--- src/sdram_macros.svh ---
`ifndef SDRAM_MACROS_SVH
`define SDRAM_MACROS_SVH

// geometry
`define SDRAM_AW      22    // host word address width
`define SDRAM_ROW_W   13    // also the width of the A pins
`define SDRAM_COL_W   9
`define SDRAM_BANKS   4
`define SDRAM_BA_W    2
`define SDRAM_DW      16    // dq width

// timing, all in clk cycles
`define SDRAM_TRCD    2     // ACTIVE to READ/WRITE
`define SDRAM_TRP     2     // PRECHARGE to ACTIVE
`define SDRAM_TRRD    2     // ACTIVE to ACTIVE, other bank
`define SDRAM_CL      2     // cas latency

// one line = one burst
`define SDRAM_BURST   4

`endif

--- src/sdram_pkg.sv ---
`default_nettype none
`include "sdram_macros.svh"

package sdram_pkg;
    typedef logic [`SDRAM_AW-1:0]                addr_t;   // {bank, row, col}
    typedef logic [`SDRAM_ROW_W-1:0]             row_t;
    typedef logic [`SDRAM_COL_W-1:0]             col_t;
    typedef logic [`SDRAM_BA_W-1:0]              bank_t;
    typedef logic [`SDRAM_DW-1:0]                word_t;
    typedef logic [`SDRAM_BURST*`SDRAM_DW-1:0]   line_t;   // first word in the low bits
    typedef logic [`SDRAM_ROW_W-1:0]             pin_a_t;

    // levels of /CS /RAS /CAS /WE
    typedef enum logic [3:0] {
        CMD_PRECHARGE = 4'b0010,
        CMD_ACTIVE    = 4'b0011,
        CMD_WRITE     = 4'b0100,
        CMD_READ      = 4'b0101,
        CMD_NOP       = 4'b0111,
        CMD_INHIBIT   = 4'b1000   // chip not selected
    } sdram_cmd_t;

    typedef enum logic [2:0] {
        IDLE,       // row open or closed, waiting for a request
        PRE_ACT,    // precharge issued, waiting tRP
        PRE_RD,     // activate issued, waiting tRCD
        READ,       // read/write on the pins
        BURST       // data window of the access
    } bank_st_t;

    // host address only has room for 11 row bits, upper row bits stay zero
    localparam int ROW_AW = `SDRAM_AW - `SDRAM_BA_W - `SDRAM_COL_W;

    function automatic bank_t addr_bank(addr_t a);
        return a[`SDRAM_AW-1 -: `SDRAM_BA_W];
    endfunction

    function automatic row_t addr_row(addr_t a);
        return row_t'(a[`SDRAM_COL_W +: ROW_AW]);
    endfunction

    function automatic col_t addr_col(addr_t a);
        return a[`SDRAM_COL_W-1:0];
    endfunction
endpackage

`default_nettype wire

--- src/sdram_ifs.sv ---
`timescale 1ns/10ps
`default_nettype none

// request stage to one bank
interface sdram_req_if
    import sdram_pkg::*;
();
    logic rd;       // line read
    logic wr;       // single word write
    row_t row;
    col_t col;
    logic ack;      // pulses when the bank issues READ/WRITE

    modport master (output rd, wr, row, col, input ack);
    modport slave  (input rd, wr, row, col, output ack);
endinterface

// one bank to the command stage
interface sdram_bank_if
    import sdram_pkg::*;
();
    logic       br;         // bus request
    sdram_cmd_t cmd;        // only meaningful with bg
    pin_a_t     a;
    logic       wr_busy;    // write granted, drive dq
    logic       dbusy;      // read data window
    logic       dqm_busy;   // masked write beats
    logic       act;        // tRRD window after ACTIVE

    logic       bg;         // bus grant
    logic       all_dbusy;
    logic       all_dqm;
    logic       all_act;

    modport bank (
        output br, cmd, a, wr_busy, dbusy, dqm_busy, act,
        input  bg, all_dbusy, all_dqm, all_act
    );
    modport arbiter (
        input  br, cmd, a, wr_busy, dbusy, dqm_busy, act,
        output bg, all_dbusy, all_dqm, all_act
    );
endinterface

`default_nettype wire

--- src/sdram_req_stage.sv ---
`timescale 1ns/10ps
`default_nettype none
`include "sdram_macros.svh"

module sdram_req_stage
    import sdram_pkg::*;
(
    input wire          clk,
    input wire          rst,
    input wire          rd,
    input wire          wr,
    input wire addr_t   addr,
    sdram_req_if.master req [0:`SDRAM_BANKS-1]
);
    logic                    busy;      // a request is held for a bank
    logic                    rd_q;
    logic                    wr_q;
    bank_t                   bank_q;
    row_t                    row_q;
    col_t                    col_q;
    logic [`SDRAM_BANKS-1:0] ack_v;

    always_ff @(posedge clk or posedge rst) begin
        if (rst) begin
            busy <= 1'b0;
            rd_q <= 1'b0;
            wr_q <= 1'b0;
        end else if (busy) begin
            if (|ack_v) busy <= 1'b0;    // free again the cycle after ack
        end else if (rd || wr) begin
            busy <= 1'b1;
            rd_q <= rd;
            wr_q <= wr && !rd;           // read wins if both show up
        end
    end

    // address fields, held while busy
    always_ff @(posedge clk) begin
        if (!busy) begin
            bank_q <= addr_bank(addr);
            row_q  <= addr_row(addr);
            col_q  <= addr_col(addr);
        end
    end

    for (genvar i = 0; i < `SDRAM_BANKS; i++) begin : g_steer
        assign req[i].rd  = busy && rd_q && bank_q == bank_t'(i);  // only the target bank
        assign req[i].wr  = busy && wr_q && bank_q == bank_t'(i);
        assign req[i].row = row_q;
        assign req[i].col = col_q;
        assign ack_v[i]   = req[i].ack;
    end
endmodule

`default_nettype wire

--- src/sdram_bank.sv ---
`timescale 1ns/10ps
`default_nettype none
`include "sdram_macros.svh"

module sdram_bank
    import sdram_pkg::*;
(
    input wire          clk,
    input wire          rst,
    sdram_req_if.slave  req,
    sdram_bank_if.bank  bus
);
    // wait counter loads, the counter sits at zero on the cycle the next command may go
    localparam logic [2:0] TRP_LD   = 3'(`SDRAM_TRP - 1);
    localparam logic [2:0] TRCD_LD  = 3'(`SDRAM_TRCD - 1);
    localparam logic [1:0] TRRD_LD  = 2'(`SDRAM_TRRD - 1);
    // BURST state length, READ state already covers one cycle
    localparam logic [2:0] RD_WIN   = 3'(`SDRAM_CL + `SDRAM_BURST - 3);
    localparam logic [2:0] WR_WIN   = 3'(`SDRAM_BURST - 3);

    bank_st_t   st;
    logic [2:0] cnt;            // tRP / tRCD / data window
    logic [1:0] act_cnt;        // tRRD after our ACTIVE
    row_t       open_row;
    logic       actd;           // a row is open in this bank
    logic       rd_q;           // last access was a read
    logic       want;
    logic       hit;
    logic       do_prech;
    logic       do_act;
    logic       do_rw;
    logic       legal;

    assign want = req.rd | req.wr;
    assign hit  = actd && open_row == req.row;

    // what this bank would put on the bus now
    always_comb begin
        do_prech = 1'b0;
        do_act   = 1'b0;
        do_rw    = 1'b0;
        case (st)
            IDLE: begin
                if (want) begin
                    if (hit)
                        do_rw = 1'b1;        // row hit goes straight out
                    else if (actd)
                        do_prech = 1'b1;     // wrong row open
                    else
                        do_act = 1'b1;       // bank closed
                end
            end
            PRE_ACT: do_act = cnt == 3'd0;
            PRE_RD:  do_rw  = cnt == 3'd0;
            default: ;
        endcase
    end

    // no point asking while the shared flags would block us
    assign legal = !bus.all_dqm
                && !(do_rw && bus.all_dbusy)
                && !(do_act && bus.all_act);
    assign bus.br = (do_prech | do_act | do_rw) && legal;

    always_comb begin
        bus.cmd = CMD_NOP;
        bus.a   = '0;                            // A10 low, this bank only
        if (do_prech) begin
            bus.cmd = CMD_PRECHARGE;
        end else if (do_act) begin
            bus.cmd = CMD_ACTIVE;
            bus.a   = req.row;
        end else if (do_rw) begin
            bus.cmd = req.rd ? CMD_READ : CMD_WRITE;
            bus.a   = pin_a_t'(req.col);         // no auto precharge
        end
    end

    assign req.ack      = bus.bg && do_rw;
    assign bus.wr_busy  = bus.bg && do_rw && req.wr;
    assign bus.dbusy    = rd_q && (st == READ || st == BURST);   // read data window
    assign bus.dqm_busy = !rd_q && (st == READ || st == BURST);  // masked write beats
    assign bus.act      = act_cnt != 2'd0;

    always_ff @(posedge clk or posedge rst) begin
        if (rst) begin
            st      <= IDLE;
            cnt     <= '0;
            act_cnt <= '0;
            actd    <= 1'b0;
            rd_q    <= 1'b0;
        end else begin
            if (act_cnt != 2'd0) act_cnt <= act_cnt - 2'd1;
            case (st)
                IDLE, PRE_ACT, PRE_RD: begin
                    if (cnt != 3'd0) cnt <= cnt - 3'd1;
                    if (bus.bg) begin            // denied: stay and retry
                        if (do_prech) begin
                            st   <= PRE_ACT;
                            cnt  <= TRP_LD;
                            actd <= 1'b0;
                        end
                        if (do_act) begin
                            st      <= PRE_RD;
                            cnt     <= TRCD_LD;
                            actd    <= 1'b1;
                            act_cnt <= TRRD_LD;
                        end
                        if (do_rw) begin
                            st   <= READ;
                            rd_q <= req.rd;
                        end
                    end
                end
                READ: begin
                    st  <= BURST;
                    cnt <= rd_q ? RD_WIN : WR_WIN;
                end
                BURST: begin
                    if (cnt == 3'd0)
                        st <= IDLE;
                    else
                        cnt <= cnt - 3'd1;
                end
                default: st <= IDLE;
            endcase
        end
    end

    // open row, valid while actd
    always_ff @(posedge clk) begin
        if (bus.bg && do_act) open_row <= req.row;
    end

    // grant only while this bank asks, so no command goes out unasked
    a_cmd_needs_bg: assert property (@(posedge clk) disable iff (rst)
        bus.bg |-> bus.br);

    // tRCD from our ACTIVE to our READ/WRITE
    a_trcd: assert property (@(posedge clk) disable iff (rst)
        (bus.bg && bus.cmd == CMD_ACTIVE)
        |=> !(bus.bg && bus.cmd inside {CMD_READ, CMD_WRITE}) [*`SDRAM_TRCD-1]);
endmodule

`default_nettype wire

--- src/sdram_cmd_stage.sv ---
`timescale 1ns/10ps
`default_nettype none
`include "sdram_macros.svh"

module sdram_cmd_stage
    import sdram_pkg::*;
(
    input wire              clk,
    input wire              rst,
    sdram_bank_if.arbiter   bus [0:`SDRAM_BANKS-1],
    input wire word_t       din,
    output sdram_cmd_t      sdram_cmd,
    output pin_a_t          sdram_a,
    output bank_t           sdram_ba,
    output logic [1:0]      sdram_dqm,
    output word_t           sdram_dq_out,
    output logic            sdram_dq_oe,
    output logic            rd_issue        // READ granted this cycle
);
    localparam int NB = `SDRAM_BANKS;

    logic [NB-1:0] legal_v;
    logic [NB-1:0] bg_v;
    logic [NB-1:0] dbusy_v;
    logic [NB-1:0] dqm_v;
    logic [NB-1:0] act_v;
    logic [NB-1:0] wr_v;
    logic [3:0]    cmd_g [NB];      // zero unless granted
    pin_a_t        a_g [NB];
    logic          all_dbusy;
    logic          all_dqm;
    logic          all_act;
    logic [3:0]    cmd_or;
    pin_a_t        a_or;
    bank_t         ba_enc;
    logic          any_bg;
    logic          any_wr;
    logic [2:0]    dqm_cnt;         // read beats that still need DQM low

    for (genvar i = 0; i < NB; i++) begin : g_port
        assign dbusy_v[i] = bus[i].dbusy;
        assign dqm_v[i]   = bus[i].dqm_busy;
        assign act_v[i]   = bus[i].act;
        assign wr_v[i]    = bus[i].wr_busy;
        assign legal_v[i] = bus[i].br && !all_dqm
                         && !(bus[i].cmd inside {CMD_READ, CMD_WRITE} && all_dbusy)
                         && !(bus[i].cmd == CMD_ACTIVE && all_act);
        assign cmd_g[i]   = bg_v[i] ? bus[i].cmd : 4'b0000;
        assign a_g[i]     = bg_v[i] ? bus[i].a : '0;
        assign bus[i].bg        = bg_v[i];
        assign bus[i].all_dbusy = all_dbusy;
        assign bus[i].all_dqm   = all_dqm;
        assign bus[i].all_act   = all_act;
    end

    assign all_dbusy = |dbusy_v;
    assign all_dqm   = |dqm_v;
    assign all_act   = |act_v;
    assign bg_v      = legal_v & (~legal_v + NB'(1));  // lowest legal requester
    assign any_bg    = |bg_v;
    assign any_wr    = |wr_v;

    always_comb begin
        cmd_or = '0;
        a_or   = '0;
        ba_enc = '0;
        for (int i = 0; i < NB; i++) begin
            cmd_or = cmd_or | cmd_g[i];
            a_or   = a_or | a_g[i];
            if (bg_v[i]) ba_enc = bank_t'(i);
        end
    end

    assign rd_issue = any_bg && sdram_cmd_t'(cmd_or) == CMD_READ;

    always_ff @(posedge clk or posedge rst) begin
        if (rst) begin
            sdram_cmd   <= CMD_NOP;
            sdram_a     <= '0;
            sdram_ba    <= '0;
            sdram_dqm   <= 2'b11;
            sdram_dq_oe <= 1'b0;
            dqm_cnt     <= '0;
        end else begin
            sdram_cmd   <= any_bg ? sdram_cmd_t'(cmd_or) : CMD_NOP;
            sdram_a     <= a_or;
            sdram_ba    <= ba_enc;
            sdram_dq_oe <= any_wr;                       // write data only in the WRITE cycle
            if (rd_issue)
                dqm_cnt <= 3'(`SDRAM_BURST - 1);
            else if (dqm_cnt != 3'd0)
                dqm_cnt <= dqm_cnt - 3'd1;
            // low for a write beat or a read burst, otherwise masked
            sdram_dqm <= (rd_issue || any_wr || dqm_cnt != 3'd0) ? 2'b00 : 2'b11;
        end
    end

    always_ff @(posedge clk) begin
        if (any_wr) sdram_dq_out <= din;                 // host holds din until ack
    end

    // one granted bank, one real command on the merged bus
    a_one_bg: assert property (@(posedge clk) disable iff (rst)
        any_bg |-> sdram_cmd_t'(cmd_or) inside {CMD_PRECHARGE, CMD_ACTIVE,
                                                CMD_READ, CMD_WRITE});
endmodule

`default_nettype wire

--- src/sdram_rd_capture.sv ---
`timescale 1ns/10ps
`default_nettype none
`include "sdram_macros.svh"

module sdram_rd_capture
    import sdram_pkg::*;
(
    input wire          clk,
    input wire          rst,
    input wire          rd_issue,       // READ grant, pins follow one cycle later
    input wire word_t   sdram_dq_in,
    output line_t       dout,
    output logic        dok
);
    // grant, pin cycle, CL, burst beats
    localparam int DEPTH = `SDRAM_CL + 1 + `SDRAM_BURST;

    logic [DEPTH-1:0] tag;      // tag[k] set k+1 cycles after the grant
    logic             beat;     // dq carries a read word now

    assign beat = |tag[`SDRAM_CL +: `SDRAM_BURST];
    assign dok  = tag[DEPTH-1];  // cycle after the last word

    always_ff @(posedge clk or posedge rst) begin
        if (rst)
            tag <= '0;
        else
            tag <= {tag[DEPTH-2:0], rd_issue};
    end

    // words enter at the top, so the first one ends in the low bits
    always_ff @(posedge clk) begin
        if (beat) dout <= {sdram_dq_in, dout[$bits(line_t)-1:$bits(word_t)]};
    end
endmodule

`default_nettype wire

--- src/sdram_ctrl.sv ---
`timescale 1ns/10ps
`default_nettype none
`include "sdram_macros.svh"

module sdram_ctrl
    import sdram_pkg::*;
(
    input wire          clk,
    input wire          rst,
    input wire addr_t   addr,
    input wire          rd,
    input wire          wr,
    input wire word_t   din,
    output logic        ack,
    output line_t       dout,
    output logic        dok,
    output sdram_cmd_t  sdram_cmd,
    output pin_a_t      sdram_a,
    output bank_t       sdram_ba,
    output logic [1:0]  sdram_dqm,
    output word_t       sdram_dq_out,
    output logic        sdram_dq_oe,
    input wire word_t   sdram_dq_in
);
    sdram_req_if  req_if  [0:`SDRAM_BANKS-1] ();
    sdram_bank_if bank_if [0:`SDRAM_BANKS-1] ();

    logic [`SDRAM_BANKS-1:0] ack_v;
    logic                    rd_issue;

    sdram_req_stage req_stage_inst (
        .clk  (clk),
        .rst  (rst),
        .rd   (rd),
        .wr   (wr),
        .addr (addr),
        .req  (req_if)
    );

    for (genvar i = 0; i < `SDRAM_BANKS; i++) begin : g_bank
        sdram_bank bank_inst (
            .clk (clk),
            .rst (rst),
            .req (req_if[i]),
            .bus (bank_if[i])
        );
        assign ack_v[i] = req_if[i].ack;
    end

    assign ack = |ack_v;    // at most one bank acks per cycle

    sdram_cmd_stage cmd_stage_inst (
        .clk          (clk),
        .rst          (rst),
        .bus          (bank_if),
        .din          (din),
        .sdram_cmd    (sdram_cmd),
        .sdram_a      (sdram_a),
        .sdram_ba     (sdram_ba),
        .sdram_dqm    (sdram_dqm),
        .sdram_dq_out (sdram_dq_out),
        .sdram_dq_oe  (sdram_dq_oe),
        .rd_issue     (rd_issue)
    );

    sdram_rd_capture rd_capture_inst (
        .clk         (clk),
        .rst         (rst),
        .rd_issue    (rd_issue),
        .sdram_dq_in (sdram_dq_in),
        .dout        (dout),
        .dok         (dok)
    );
endmodule

`default_nettype wire

--- config.mk ---
export PLATFORM = sky130hd
export DESIGN_NAME = sdram_ctrl
export DESIGN_NICKNAME = d
export VERILOG_FILES = /design/src/sdram_pkg.sv /design/src/sdram_ifs.sv /design/src/sdram_req_stage.sv /design/src/sdram_bank.sv /design/src/sdram_cmd_stage.sv /design/src/sdram_rd_capture.sv /design/src/sdram_ctrl.sv
export VERILOG_INCLUDE_DIRS = /design/src
export SDC_FILE = /design/constraint.sdc
export NUM_CORES = 1
export LEC_CHECK = 0
export BUFFER_PORTS_ARGS = -buffer_cell sky130_fd_sc_hd__buf_2
export CAP_MARGIN = 15
export CELL_PAD_IN_SITES_DETAIL_PLACEMENT = 1
export CELL_PAD_IN_SITES_GLOBAL_PLACEMENT = 1
export CORE_MARGIN = 2
export CORE_UTILIZATION = 50
export CTS_BUF_LIST = sky130_fd_sc_hd__clkbuf_8
export DETAILED_ROUTE_END_ITERATION = 10
export PLACE_DENSITY_LB_ADDON = 0.1
export SLEW_MARGIN = 20
export SYNTH_ARGS = -nofsm -noshare
export SYNTH_HDL_FRONTEND = slang
export SYNTH_SLANG_ARGS = --single-unit
--- constraint.sdc ---
create_clock -name clk -period 10.4 [get_ports clk]
set_clock_uncertainty 0.2 [all_clocks]
set_input_delay 0.52 -clock clk [delete_from_list [all_inputs] [get_ports clk]]
set_output_delay 0.52 -clock clk [all_outputs]
set_load 0.05 [all_outputs]
==> summary.md, run 1 <==
| Metric | Value |
|---|---|
| Core area | `0.01790 mm2` |
| Syn Inst Count | `681` |
| Setup TNS | `0 ns` |
| Critical Path RT | `9.68 ns` |
| Critical Path AT | `4.17 ns` |
| CP startpoint kind | `register` |
| CTS sink count | `217` |
| Site row count | `49` |
| Number of DRC markers in iteration 0 | `410` |
| Routability cong. | `0.8366` |
| Final-report hold violation count | `0` |
| RSZ-0062 raised after global routing | `false` |
| Max Fanout on Critical Path | `12` |
| Asr flop ratio synth | `0.3272` |
| Synth warnings | `0` |
| Largest net degree at the start of global routing | `72` |
| Clock Latency Late Sink | `0.54 ns` |
| CP Capture Type | `primary output` |
| Max-cap violations | `0` |
| Synth Flop Type | `edfxtp_1` |
| Clock buffer depth | `3` |
| Seq/Total Area, Yosys | `0.6793` |
| Residual DRC | `0` |
| EDFF count, synth | `146` |
| GRT Util Overall | `0.2869` |
| Status | `finished, final reports clean` |
| Setup bufs post-CTS | `0` |
| Synth Area per Inst | `13.33 um2` |
| CTS Hold Buffers Added | `54` |
| Die Area | `0.01925 mm2` |
| DR WL/cell | `23.47 um` |
| Worst-margin pin slew | `1.069 ns` |
| Register bit count reported by yosys | `217` |
| Worst min-delay path endpoint | `req_stage_inst.wr_q` |
| Boundary Pins | `162` |
| Setup violators final | `0` |
| FF-to-FF path depth | `8` |
| Port Buf Inserts | `158` |
| Origin of the critical flop-to-flop path | `req_stage_inst.req[0].row[0]` |
| DIE HEIGHT | `138.7 um` |
| Rel. slew slack | `0.2866` |
| Grt total ovfl | `0` |
| First-pass iteration count of the detailed router | `4` |
| Clk pin slew, worst setup/hold paths | `0.06 ns` |
| Via Count | `6641` |
| # fillers | `1814` |
| Vias per inst | `5.740` |
| Worst VDD drop | `0.0001859 V` |
| Global-route wire length before repair | `42350 um` |
| Seq. cell area | `0.006166 mm2` |
| Hold Crit Start | `rd` |
| Resized Gates After CTS | `0` |
| WL final | `27150 um` |
| Hold path depth | `2` |
| PwrDens | `336.8 mW/mm2` |
| Fmax | `204.6 MHz` |
| Setup CP Type | `reg2out` |
| Min cycle time layout | `4.887 ns` |
| Fin nets | `968` |
| Reg2Reg Setup Slack | `6.22 ns` |
| Yosys cell types | `74` |
| Share of cells above drive strength 1 | `0.2503` |
| Mapped Area | `0.009076 mm2` |
| Htree depth | `2` |
| Post-route clock period utilization | `0.4699` |
| Leak | `4.667 nW` |
| Initial Utilization | `0.5070` |
| Pins Over Slew Limit | `0` |
| HPWL Detailed | `17100 um` |
| Final ANT Viol Nets | `0` |
| Multi-input gate area | `0.002634 mm2` |
| Worst min path class | `in2reg` |
| Initial antenna violation count | `1` |
| Root buf cell | `clkbuf_8` |
| Total CTS buffers | `36` |
| Die width | `138.7 um` |
| Vias in the first global route | `7262` |
| Endpoint of the worst register-to-register path | `cmd_stage_inst.sdram_a[2]` |
| CTS tree | `done` |
| Syn-to-layout area delta | `24.70%` |
| Worst hold slack | `0.05433 ns` |
## layer usage
layer / vias up / part of all wire / track usage / wire length (um)
met5: - / 0 / 0 / 0
met4: 0 / 0.032 / 0.09250 / 856
met3: 61 / 0.049 / 0.05421 / 1326
met2: 245 / 0.52 / 0.5141 / 14230
met1: 3363 / 0.40 / 0.3534 / 10740
li1: 2972 / - / - / -
## stage by stage
stage                     total power [mW]  instances  area [um2]  utilization  setup WS [ns]
final                                3.812       1157       11320       0.6322          5.513
after global routing                 4.005       1157       11320       0.6322          5.167
after CTS                            3.771       1156       11320       0.6321          5.533
after detailed placement             2.981       1037       10030       0.5603          6.125
after global placement               2.907       1037       10030       0.5603          6.148
after floorplan                      2.542        683        9084            -          6.567
## layout make-up
| cell class | count | share of cell area |
|---|---|---|
| clock buffer | 42 | 0.05107 |
| inverter | 31 | 0.01028 |
| sequential | 217 | 0.5448 |
| tap | 229 | 0.02531 |
| multi-input combinational | 397 | 0.2327 |
| antenna | 1 | 0.0002211 |
| timing repair buffer | 217 | 0.1209 |
| clock inverter | 23 | 0.01470 |
## power by group
part | total (mW) | switching [mW] | leakage [nW] | internal [mW]
sequential | 1.45 | 0.217 | 2.26 | 1.23
combinational | 1.58 | 1.13 | 1.99 | 0.459
clock | 0.778 | 0.355 | 0.415 | 0.423
total | 3.81 | 1.70 | 4.67 | 2.11
## worst max-delay path, cell delays in order, from the launching register on
cell,delay (ns)
edfxtp_1,0.60
xor2_1,0.25
nor3_1,0.42
nor4b_2,0.42
o21ai_1,0.16
a32oi_1,0.85
and3b_1,0.43
nor3_2,0.08
buf_4,0.19
buf_2,0.22
## placed cells by master, fill, tap and decap left out, types with 12 or more instances in the layout
| master | synthesis | layout |
|---|---|---|
| buf_2 | 9 | 158 |
| edfxtp_1 | 146 | 146 |
| dfrtp_1 | 67 | 67 |
| dlygate4sd3_1 | 0 | 54 |
| nand2_1 | 44 | 44 |
| clkbuf_8 | 0 | 42 |
| inv_1 | 30 | 40 |
| xnor2_1 | 33 | 33 |
| o21ai_0 | 29 | 29 |
| a21oi_1 | 26 | 26 |
| nor2_1 | 23 | 23 |
| nor3_1 | 21 | 21 |
| nand3_1 | 14 | 14 |
| xor2_1 | 14 | 14 |
| nand4_1 | 12 | 12 |
| a22o_1 | 12 | 12 |
## cell usage after synthesis, types with 6 or more instances
cell type,count,area [um2]
a21o_1,6,45.04
a21oi_1,26,130.1
a22o_1,12,105.1
and2_1,7,43.79
buf_2,9,45.04
clkbuf_1,23,86.33
dfrtp_1,67,1677
edfxtp_1,146,4384
ha_1,10,125.1
inv_1,30,112.6
nand2_1,44,165.2
nand2b_1,10,62.56
nand3_1,14,70.07
nand4_1,12,75.07
nor2_1,23,86.33
nor2b_1,8,50.05
nor3_1,21,105.1
nor3b_1,6,45.04
nor4_1,11,68.82
o21ai_0,29,145.1
or4_1,6,45.04
xnor2_1,33,289.0
xor2_1,14,122.6
## flip-flops by register name (all words and copies together), names as in the netlist
signal                       count
cmd_stage_inst.dqm_cnt           3
cmd_stage_inst.sdram_a          11
cmd_stage_inst.sdram_ba          2
cmd_stage_inst.sdram_cmd         3
cmd_stage_inst.sdram_dq_oe       1
cmd_stage_inst.sdram_dq_out     16
cmd_stage_inst.sdram_dqm         1
g_bank.bank_inst.act_cnt         8
g_bank.bank_inst.actd            4
g_bank.bank_inst.cnt            12
g_bank.bank_inst.open_row       44
g_bank.bank_inst.rd_q            4
g_bank.bank_inst.st             12
rd_capture_inst.dout            64
rd_capture_inst.tag              7
req_stage_inst.bank_q            2
req_stage_inst.busy              1
req_stage_inst.rd_q              1
req_stage_inst.req.col           9
req_stage_inst.req.row          11
req_stage_inst.wr_q              1
## cell families (layout without fill, tap and decap cells)
| group | count (synthesis) | in the layout | synth area share |
|---|---|---|---|
| flops | 217 | 217 | 0.6793 |
| simple gates | 197 | 197 | 0.1221 |
| compound gates | 135 | 135 | 0.1016 |
| buf+inv | 69 | 313 | 0.03143 |
| xor+xnor | 47 | 47 | 0.04535 |
| fa+ha+maj | 10 | 10 | 0.01379 |
| mux | 5 | 5 | 0.005928 |
| other cells | 1 | 4 | 0.0004132 |
## how the worst max path moves through the flow
stage	slack [ns]	end	from	depth (start not counted)
floorplan	6.57	cmd_stage_inst.sdram_dq_out[0]	g_bank[3].bank_inst.st[2]	9
global placement	6.15	ack	req_stage_inst.req[0].row[2]	9
detailed placement	6.12	ack	req_stage_inst.req[0].row[0]	9
CTS	5.53	ack	req_stage_inst.req[0].row[2]	9
global route	5.17	ack	req_stage_inst.bank_q[0]	9
finish	5.51	ack	req_stage_inst.req[0].row[0]	9
Power figures use the tool's default switching activity.
==> run 2: changes to the inputs <==
- CORE_UTILIZATION: 50 -> 42
- clock period: 10.4 -> 4.2 ns (I/O delays scaled with it)
==> summary.md, run 2 (same netlist as run 1, synthesis figures left out) <==
| Metric | Value |
|---|---|
| CP Launch Point | `g_bank[1].bank_inst.st[2]` |
| Min cycle time layout | `4.003 ns` |
| Syn-to-layout area delta | `27.97%` |
| Residual DRC | `0 (unchanged)` |
| Worst min path class | `reg2reg` |
| HPWL Detailed | `15910 um (-7.0%)` |
| Clock buffer depth | `3 (unchanged)` |
| Largest Register | `rd_capture_inst.dout` |
| Post-route clock period utilization | `0.9531` |
| Worst-margin pin slew | `1.001 ns (-0.06820 ns)` |
| Clock Latency Late Sink | `0.53 ns (about the same)` |
| Int Power | `5.389 mW (+150%)` |
| Die width | `151.0 um (+8.8%)` |
| DR WL/cell | `19.03 um (-19%)` |
| Boundary Pins | `162 (unchanged)` |
| CP startpoint kind | `register` |
| Biggest regs | `rd_capture_inst.dout (64), g_bank.bank_inst.open_row (44), cmd_stage_inst.sdram_dq_out (16)` |
| Status | `finished, final reports clean` |
| Grt total ovfl | `0 (unchanged)` |
| RSZ-0062 raised after global routing | `false` |
| Max stage delay cell, worst path | `or4_1` |
| Setup CP Type | `reg2out` |
| Reg2Reg Setup Slack | `0.50 ns (-5.72 ns)` |
| Fin nets | `988 (+2.1%)` |
| Final-report hold violation count | `0 (unchanged)` |
| Total Power | `9.445 mW (+150%)` |
| Worst VDD drop | `0.0003692 V (+99%)` |
| Clk pin slew, worst setup/hold paths | `0.06 ns (about the same)` |
| Site row count | `53 (+8.2%)` |
| Via Count | `6417 (-3.4%)` |
| Commonest non-fill, non-tap cell in the layout | `buf_2` |
| Most frequent cells in the layout | `buf_2, edfxtp_1, dfrtp_1` |
| Vias in the first global route | `6791 (-6.5%)` |
| CP endpoint | `ack` |
| # fillers | `2160 (+19%)` |
| Post-route setup slack | `0.1971 ns (-5.316 ns)` |
| CP Capture Type | `primary output` |
| Largest net degree at the start of global routing | `65 (-9.7%)` |
| CTS tree | `done` |
| Fmax | `249.8 MHz` |
| Core area | `0.02109 mm2 (+18%)` |
| Total CTS buffers | `39 (+8.3%)` |
| Slowest stage delay, CP | `0.70 ns (-0.15 ns)` |
| Routability cong. | `0.8891 (+6.3%)` |
| Critical Path RT | `3.79 ns (-5.89 ns)` |
| Share of cells above drive strength 1 | `0.2768 (+0.02657)` |
| Vias per inst | `5.238 (-8.7%)` |
| Global-route wire length before repair | `36700 um (-13%)` |
| Clock share of power | `0.207 (+0.003)` |
| FF-to-FF path depth | `8 (unchanged)` |
| Final ANT Viol Nets | `0 (unchanged)` |
| Combinational group share of total power | `0.425 (+0.010)` |
| Leak | `4.813 nW (+3.1%)` |
| Setup TNS | `0 ns (unchanged)` |
| Initial Utilization | `0.4304 (-0.07659)` |
| Final std cells w/o fill | `1225 (+5.9%)` |
| First-pass iteration count of the detailed router | `5 (+1)` |
| Number of DRC markers in iteration 0 | `448 (+9.3%)` |
| Die Area | `0.02280 mm2 (+18%)` |
| Root buf cell | `clkbuf_8` |
| Htree depth | `2 (unchanged)` |
| Max-cap violations | `0 (unchanged)` |
| Critical Path AT | `3.59 ns (-0.58 ns)` |
| Dpl ws | `0.2870 ns (-5.838 ns)` |
| CTS sink count | `217 (unchanged)` |
| Max Fanout on Critical Path | `16 (+4)` |
| Fin util | `0.5508 (-0.08144)` |
| Pins Over Slew Limit | `0 (unchanged)` |
| Placed inst area | `0.01018 mm2 (+1.5%)` |
| Dpl cells | `1094 (+5.5%)` |
| PwrDens | `813.2 mW/mm2 (+140%)` |
| Origin of the critical flop-to-flop path | `req_stage_inst.busy` |
| Endpoint of the worst register-to-register path | `cmd_stage_inst.sdram_dq_out[4]` |
| Worst hold slack | `0.1515 ns (+0.09721 ns)` |
| Design Area, Final | `0.01161 mm2 (+2.6%)` |
| Rel. slew slack | `0.3321 (+0.04552)` |
| GRT Util Overall | `0.2087 (-0.07822)` |
| Psw | `4.056 mW (+140%)` |
| Sequential Power Share | `0.368 (-0.012)` |
| Port Buf Inserts | `158 (unchanged)` |
| Max reg flops | `64 (unchanged)` |
| WL final | `23310 um (-14%)` |
| DIE HEIGHT | `151.0 um (+8.8%)` |
| Setup violators final | `0 (unchanged)` |
| Switching fraction of total power | `0.4294 (-0.01577)` |
| CP Cell Sequence | `or3b_1 -> a21oi_1 -> or4_1 -> a21oi_1 -> a32oi_1 -> buf_4 -> and3b_2 -> nor3_2 -> buf_4 -> buf_2` |
| Ant diodes | `0 (-1)` |
| Initial antenna violation count | `0 (-1)` |
[run 2: cell count changes in the layout (fill, tap and decap cells not counted), moves of 3 or more]
cell / previous run / this run
buf_4: 5 / 18
dfrtp_1: 67 / 61
dfrtp_2: 0 / 6
inv_1: 40 / 45
dlygate4sd3_1: 54 / 58
clkbuf_8: 42 / 45
[run 2: per-layer routing]
metal | global-route usage | routed length [um]
met5 | 0 | 0
met4 | 0.06542 | 521
met3 | 0.03404 | 1141
met2 | 0.3520 | 11210
met1 | 0.2782 | 10430
[run 2: how the worst min path moves through the flow]
stage | start | end | depth (start not counted)
2_1_floorplan | rd | req_stage_inst.wr_q | 1
3_3_place_gp | rd_capture_inst.tag[0] | rd_capture_inst.tag[1] | 0
3_5_place_dp | rd_capture_inst.tag[0] | rd_capture_inst.tag[1] | 0
4_1_cts | rd_capture_inst.tag[0] | rd_capture_inst.tag[1] | 0
5_1_grt | rd_capture_inst.tag[0] | rd_capture_inst.tag[1] | 0
6_report | rd_capture_inst.tag[0] | rd_capture_inst.tag[1] | 0
[run 2: power groups by stage]
stage          combinational, mW  sequential, mW  clock [mW]
2_1_floorplan               2.05            4.24           0
3_5_place_dp                3.93            3.51           0
5_1_grt                     4.34            3.55        2.11
4_1_cts                     4.00            3.48        2.02
3_3_place_gp                3.84            3.47           0
6_report                    4.02            3.47        1.95
[run 2: layout make-up]
| cell class | count | area, um2 | share of cell area |
|---|---|---|---|
| multi-input cells | 397 | 2688 | 0.2314 |
| clock buffers | 45 | 619.3 | 0.05332 |
| well taps | 275 | 344.1 | 0.02962 |
| inverters | 31 | 116.4 | 0.01002 |
| flip-flops and latches | 217 | 6173 | 0.5315 |
| clock inverters | 26 | 167.7 | 0.01443 |
| repair buffers | 234 | 1506 | 0.1297 |
[run 2: timing repair]
| action | 4_1_cts | 5_1_grt |
|---|---|---|
| setup endpoints to repair | 1 | 1 |
| endpoints found under the hold margin | 96 | 0 |
| pin swaps | 0 | 2 |
| hold buffers | 58 | 0 |
| resized for setup | 4 | 12 |
| setup buffers | 0 | 2 |
[run 2: critical path, delay by kind of cell (launching register included)]
family          cells  cell delay [ns]
simple gates        4             1.39
buf+inv             3             0.68
flops               1             0.50
compound gates      3             0.48
==> run 3: changes to the inputs <==
- BUFFER_PORTS_ARGS: -buffer_cell sky130_fd_sc_hd__buf_2 -> -buffer_cell sky130_fd_sc_hd__buf_4
==> summary.md, run 3 (same netlist as run 1, synthesis figures left out) <==
| Metric | Value |
|---|---|
| Boundary Pins | `162 (unchanged)` |
| Setup CP Type | `reg2reg` |
| Clock Latency Late Sink | `0.54 ns (about the same)` |
| Fin nets | `997 (+0.91%)` |
| Residual DRC | `0 (unchanged)` |
| Critical Path RT | `4.21 ns (+0.42 ns)` |
| Ant diodes | `0 (unchanged)` |
| Max Fanout on Critical Path | `18 (+2)` |
| Vias per inst | `5.256 (+0.35%)` |
| WL final | `24330 um (+4.4%)` |
| Max reg flops | `64 (unchanged)` |
| Worst VDD drop | `0.0003857 V (+4.4%)` |
| Htree depth | `2 (unchanged)` |
| Post-route setup slack | `0.1704 ns (-0.02666 ns)` |
| CP startpoint kind | `register` |
| Max-cap violations | `0 (unchanged)` |
| Initial antenna violation count | `0 (unchanged)` |
| Endpoint of the worst register-to-register path | `cmd_stage_inst.sdram_dq_out[1]` |
| Routability cong. | `1.001 (+13%)` |
| Status | `finished, final reports clean` |
| Global-route wire length before repair | `38380 um (+4.6%)` |
| Reg2Reg Setup Slack | `0.17 ns (-0.33 ns)` |
| # fillers | `2143 (-0.79%)` |
| Commonest non-fill, non-tap cell in the layout | `buf_4` |
| CP Capture Type | `register` |
| Number of DRC markers in iteration 0 | `404 (-9.8%)` |
| Worst-margin pin slew | `1.045 ns (+0.04459 ns)` |
| Min cycle time layout | `4.030 ns (+0.02666 ns)` |
| Core area | `0.02109 mm2 (unchanged)` |
| CP Cell Sequence | `nor4b_1 -> nand3_1 -> nor4b_2 -> o21ai_1 -> and3_1 -> buf_4 -> or4_1 -> a32oi_2 -> buf_4` |
| Initial Utilization | `0.4304 (unchanged)` |
| Grt total ovfl | `0 (unchanged)` |
| GRT Util Overall | `0.2193 (+0.01058)` |
| Total CTS buffers | `37 (-5.1%)` |
| HPWL Detailed | `16500 um (+3.7%)` |
| Syn-to-layout area delta | `31.87%` |
| FF-to-FF path depth | `9 (+1)` |
| Max stage delay cell, worst path | `edfxtp_1` |
| Pins Over Slew Limit | `0 (unchanged)` |
| Largest Register | `rd_capture_inst.dout` |
| Origin of the critical flop-to-flop path | `req_stage_inst.bank_q[0]` |
| Most frequent cells in the layout | `buf_4, edfxtp_1, dfrtp_1` |
| PwrDens | `801.5 mW/mm2 (-1.4%)` |
| Fmax | `248.2 MHz (-0.66%)` |
| Post-route clock period utilization | `0.9594 (+0.006348)` |
| Largest net degree at the start of global routing | `65 (unchanged)` |
| Die width | `151.0 um (unchanged)` |
| Final-report hold violation count | `0 (unchanged)` |
| Final ANT Viol Nets | `0 (unchanged)` |
| CP Launch Point | `req_stage_inst.bank_q[0]` |
| Slowest stage delay, CP | `0.64 ns (-0.06 ns)` |
| Worst min path class | `reg2reg` |
| RSZ-0062 raised after global routing | `false` |
| Critical Path AT | `4.04 ns (+0.45 ns)` |
| CTS tree | `done` |
| Via Count | `6476 (+0.92%)` |
| Crit-path most repeated cell | `buf_4` |
| Clk pin slew, worst setup/hold paths | `0.06 ns (about the same)` |
| Site row count | `53 (unchanged)` |
| Vias in the first global route | `7005 (+3.2%)` |
| DR WL/cell | `19.75 um (+3.8%)` |
| Biggest regs | `rd_capture_inst.dout (64), g_bank.bank_inst.open_row (44), cmd_stage_inst.sdram_dq_out (16)` |
| Rel. slew slack | `0.3024 (-0.02976)` |
| Port Buf Inserts | `158 (unchanged)` |
| Share of cells above drive strength 1 | `0.2696 (-0.007250)` |
| Dpl ws | `0.1071 ns (-0.1798 ns)` |
| Clock buffer depth | `3 (unchanged)` |
| Setup violators final | `0 (unchanged)` |
| Die Area | `0.02280 mm2 (unchanged)` |
| Setup TNS | `0 ns (unchanged)` |
| Leak | `4.934 nW (+2.5%)` |
| CP endpoint | `cmd_stage_inst.sdram_dq_out[1]` |
| DIE HEIGHT | `151.0 um (unchanged)` |
| Root buf cell | `clkbuf_8` |
| CTS sink count | `217 (unchanged)` |
| First-pass iteration count of the detailed router | `5 (unchanged)` |
[run 3: through the flow]
step	cell area [um2]	hold WS [ns]	utilization	power, mW	instances
global placement	10660	0.1343	0.5057	7.543	1106
global route	11970	0.1572	0.5676	10.17	1232
CTS	11960	0.1505	0.5670	9.653	1232
finish	11970	0.1475	0.5676	9.593	1232
floorplan	9084	0.1007	-	6.294	683
detailed placement	10660	0.1358	0.5057	7.680	1106
[run 3: area by class of cell]
type                    instances  area (um2)  area share
inverters                      31       117.6    0.009826
multi-input cells             397        2659      0.2221
well taps                     275       344.1     0.02875
flip-flops and latches        217        6166      0.5152
clock buffers                  40       550.5     0.04600
repair buffers                245        1984      0.1658
clock inverters                27       147.6     0.01234
[run 3: layer usage]
metal | up-vias | share of wire | track usage
li1 | 3030 | - | -
met1 | 3187 | 0.43 | 0.2857
met2 | 208 | 0.48 | 0.3664
met3 | 51 | 0.059 | 0.04127
met4 | 0 | 0.031 | 0.08271
met5 | - | 0 | 0
[run 3: report_power, final]
part           total, mW  internal, mW  leakage, nW  switching, mW
sequential          3.46          3.05         2.26          0.404
clock               1.80         0.949        0.417          0.851
combinational       4.33          1.45         2.26           2.89
[run 3: what timing repair did]
action                                 CTS  global route
setup endpoints to repair                1             1
setup buffers                            1             0
hold buffers                            58             0
endpoints found under the hold margin   99             0
gates resized for setup                  1             2
pin swaps                                1             0
[run 3: worst min-delay path by stage]
stage                                start                endpoint  slack, ns  cells after the start
global placement    rd_capture_inst.tag[1]  rd_capture_inst.tag[2]       0.13                      0
detailed placement  rd_capture_inst.tag[1]  rd_capture_inst.tag[2]       0.14                      0
CTS                 rd_capture_inst.tag[1]  rd_capture_inst.tag[2]       0.15                      0
floorplan                               rd     req_stage_inst.wr_q       0.10                      1
finish              rd_capture_inst.tag[1]  rd_capture_inst.tag[2]       0.15                      0
global route        rd_capture_inst.tag[1]  rd_capture_inst.tag[2]       0.16                      0
[run 3: critical path: cells and delay by family (launching register included)]
| family | cells | cell delay [ns] |
|---|---|---|
| AO/OA/AOI/OAI | 2 | 0.43 |
| AND/OR/NAND/NOR | 5 | 1.93 |
| buffers and inverters | 2 | 0.50 |
| flip-flops | 1 | 0.64 |
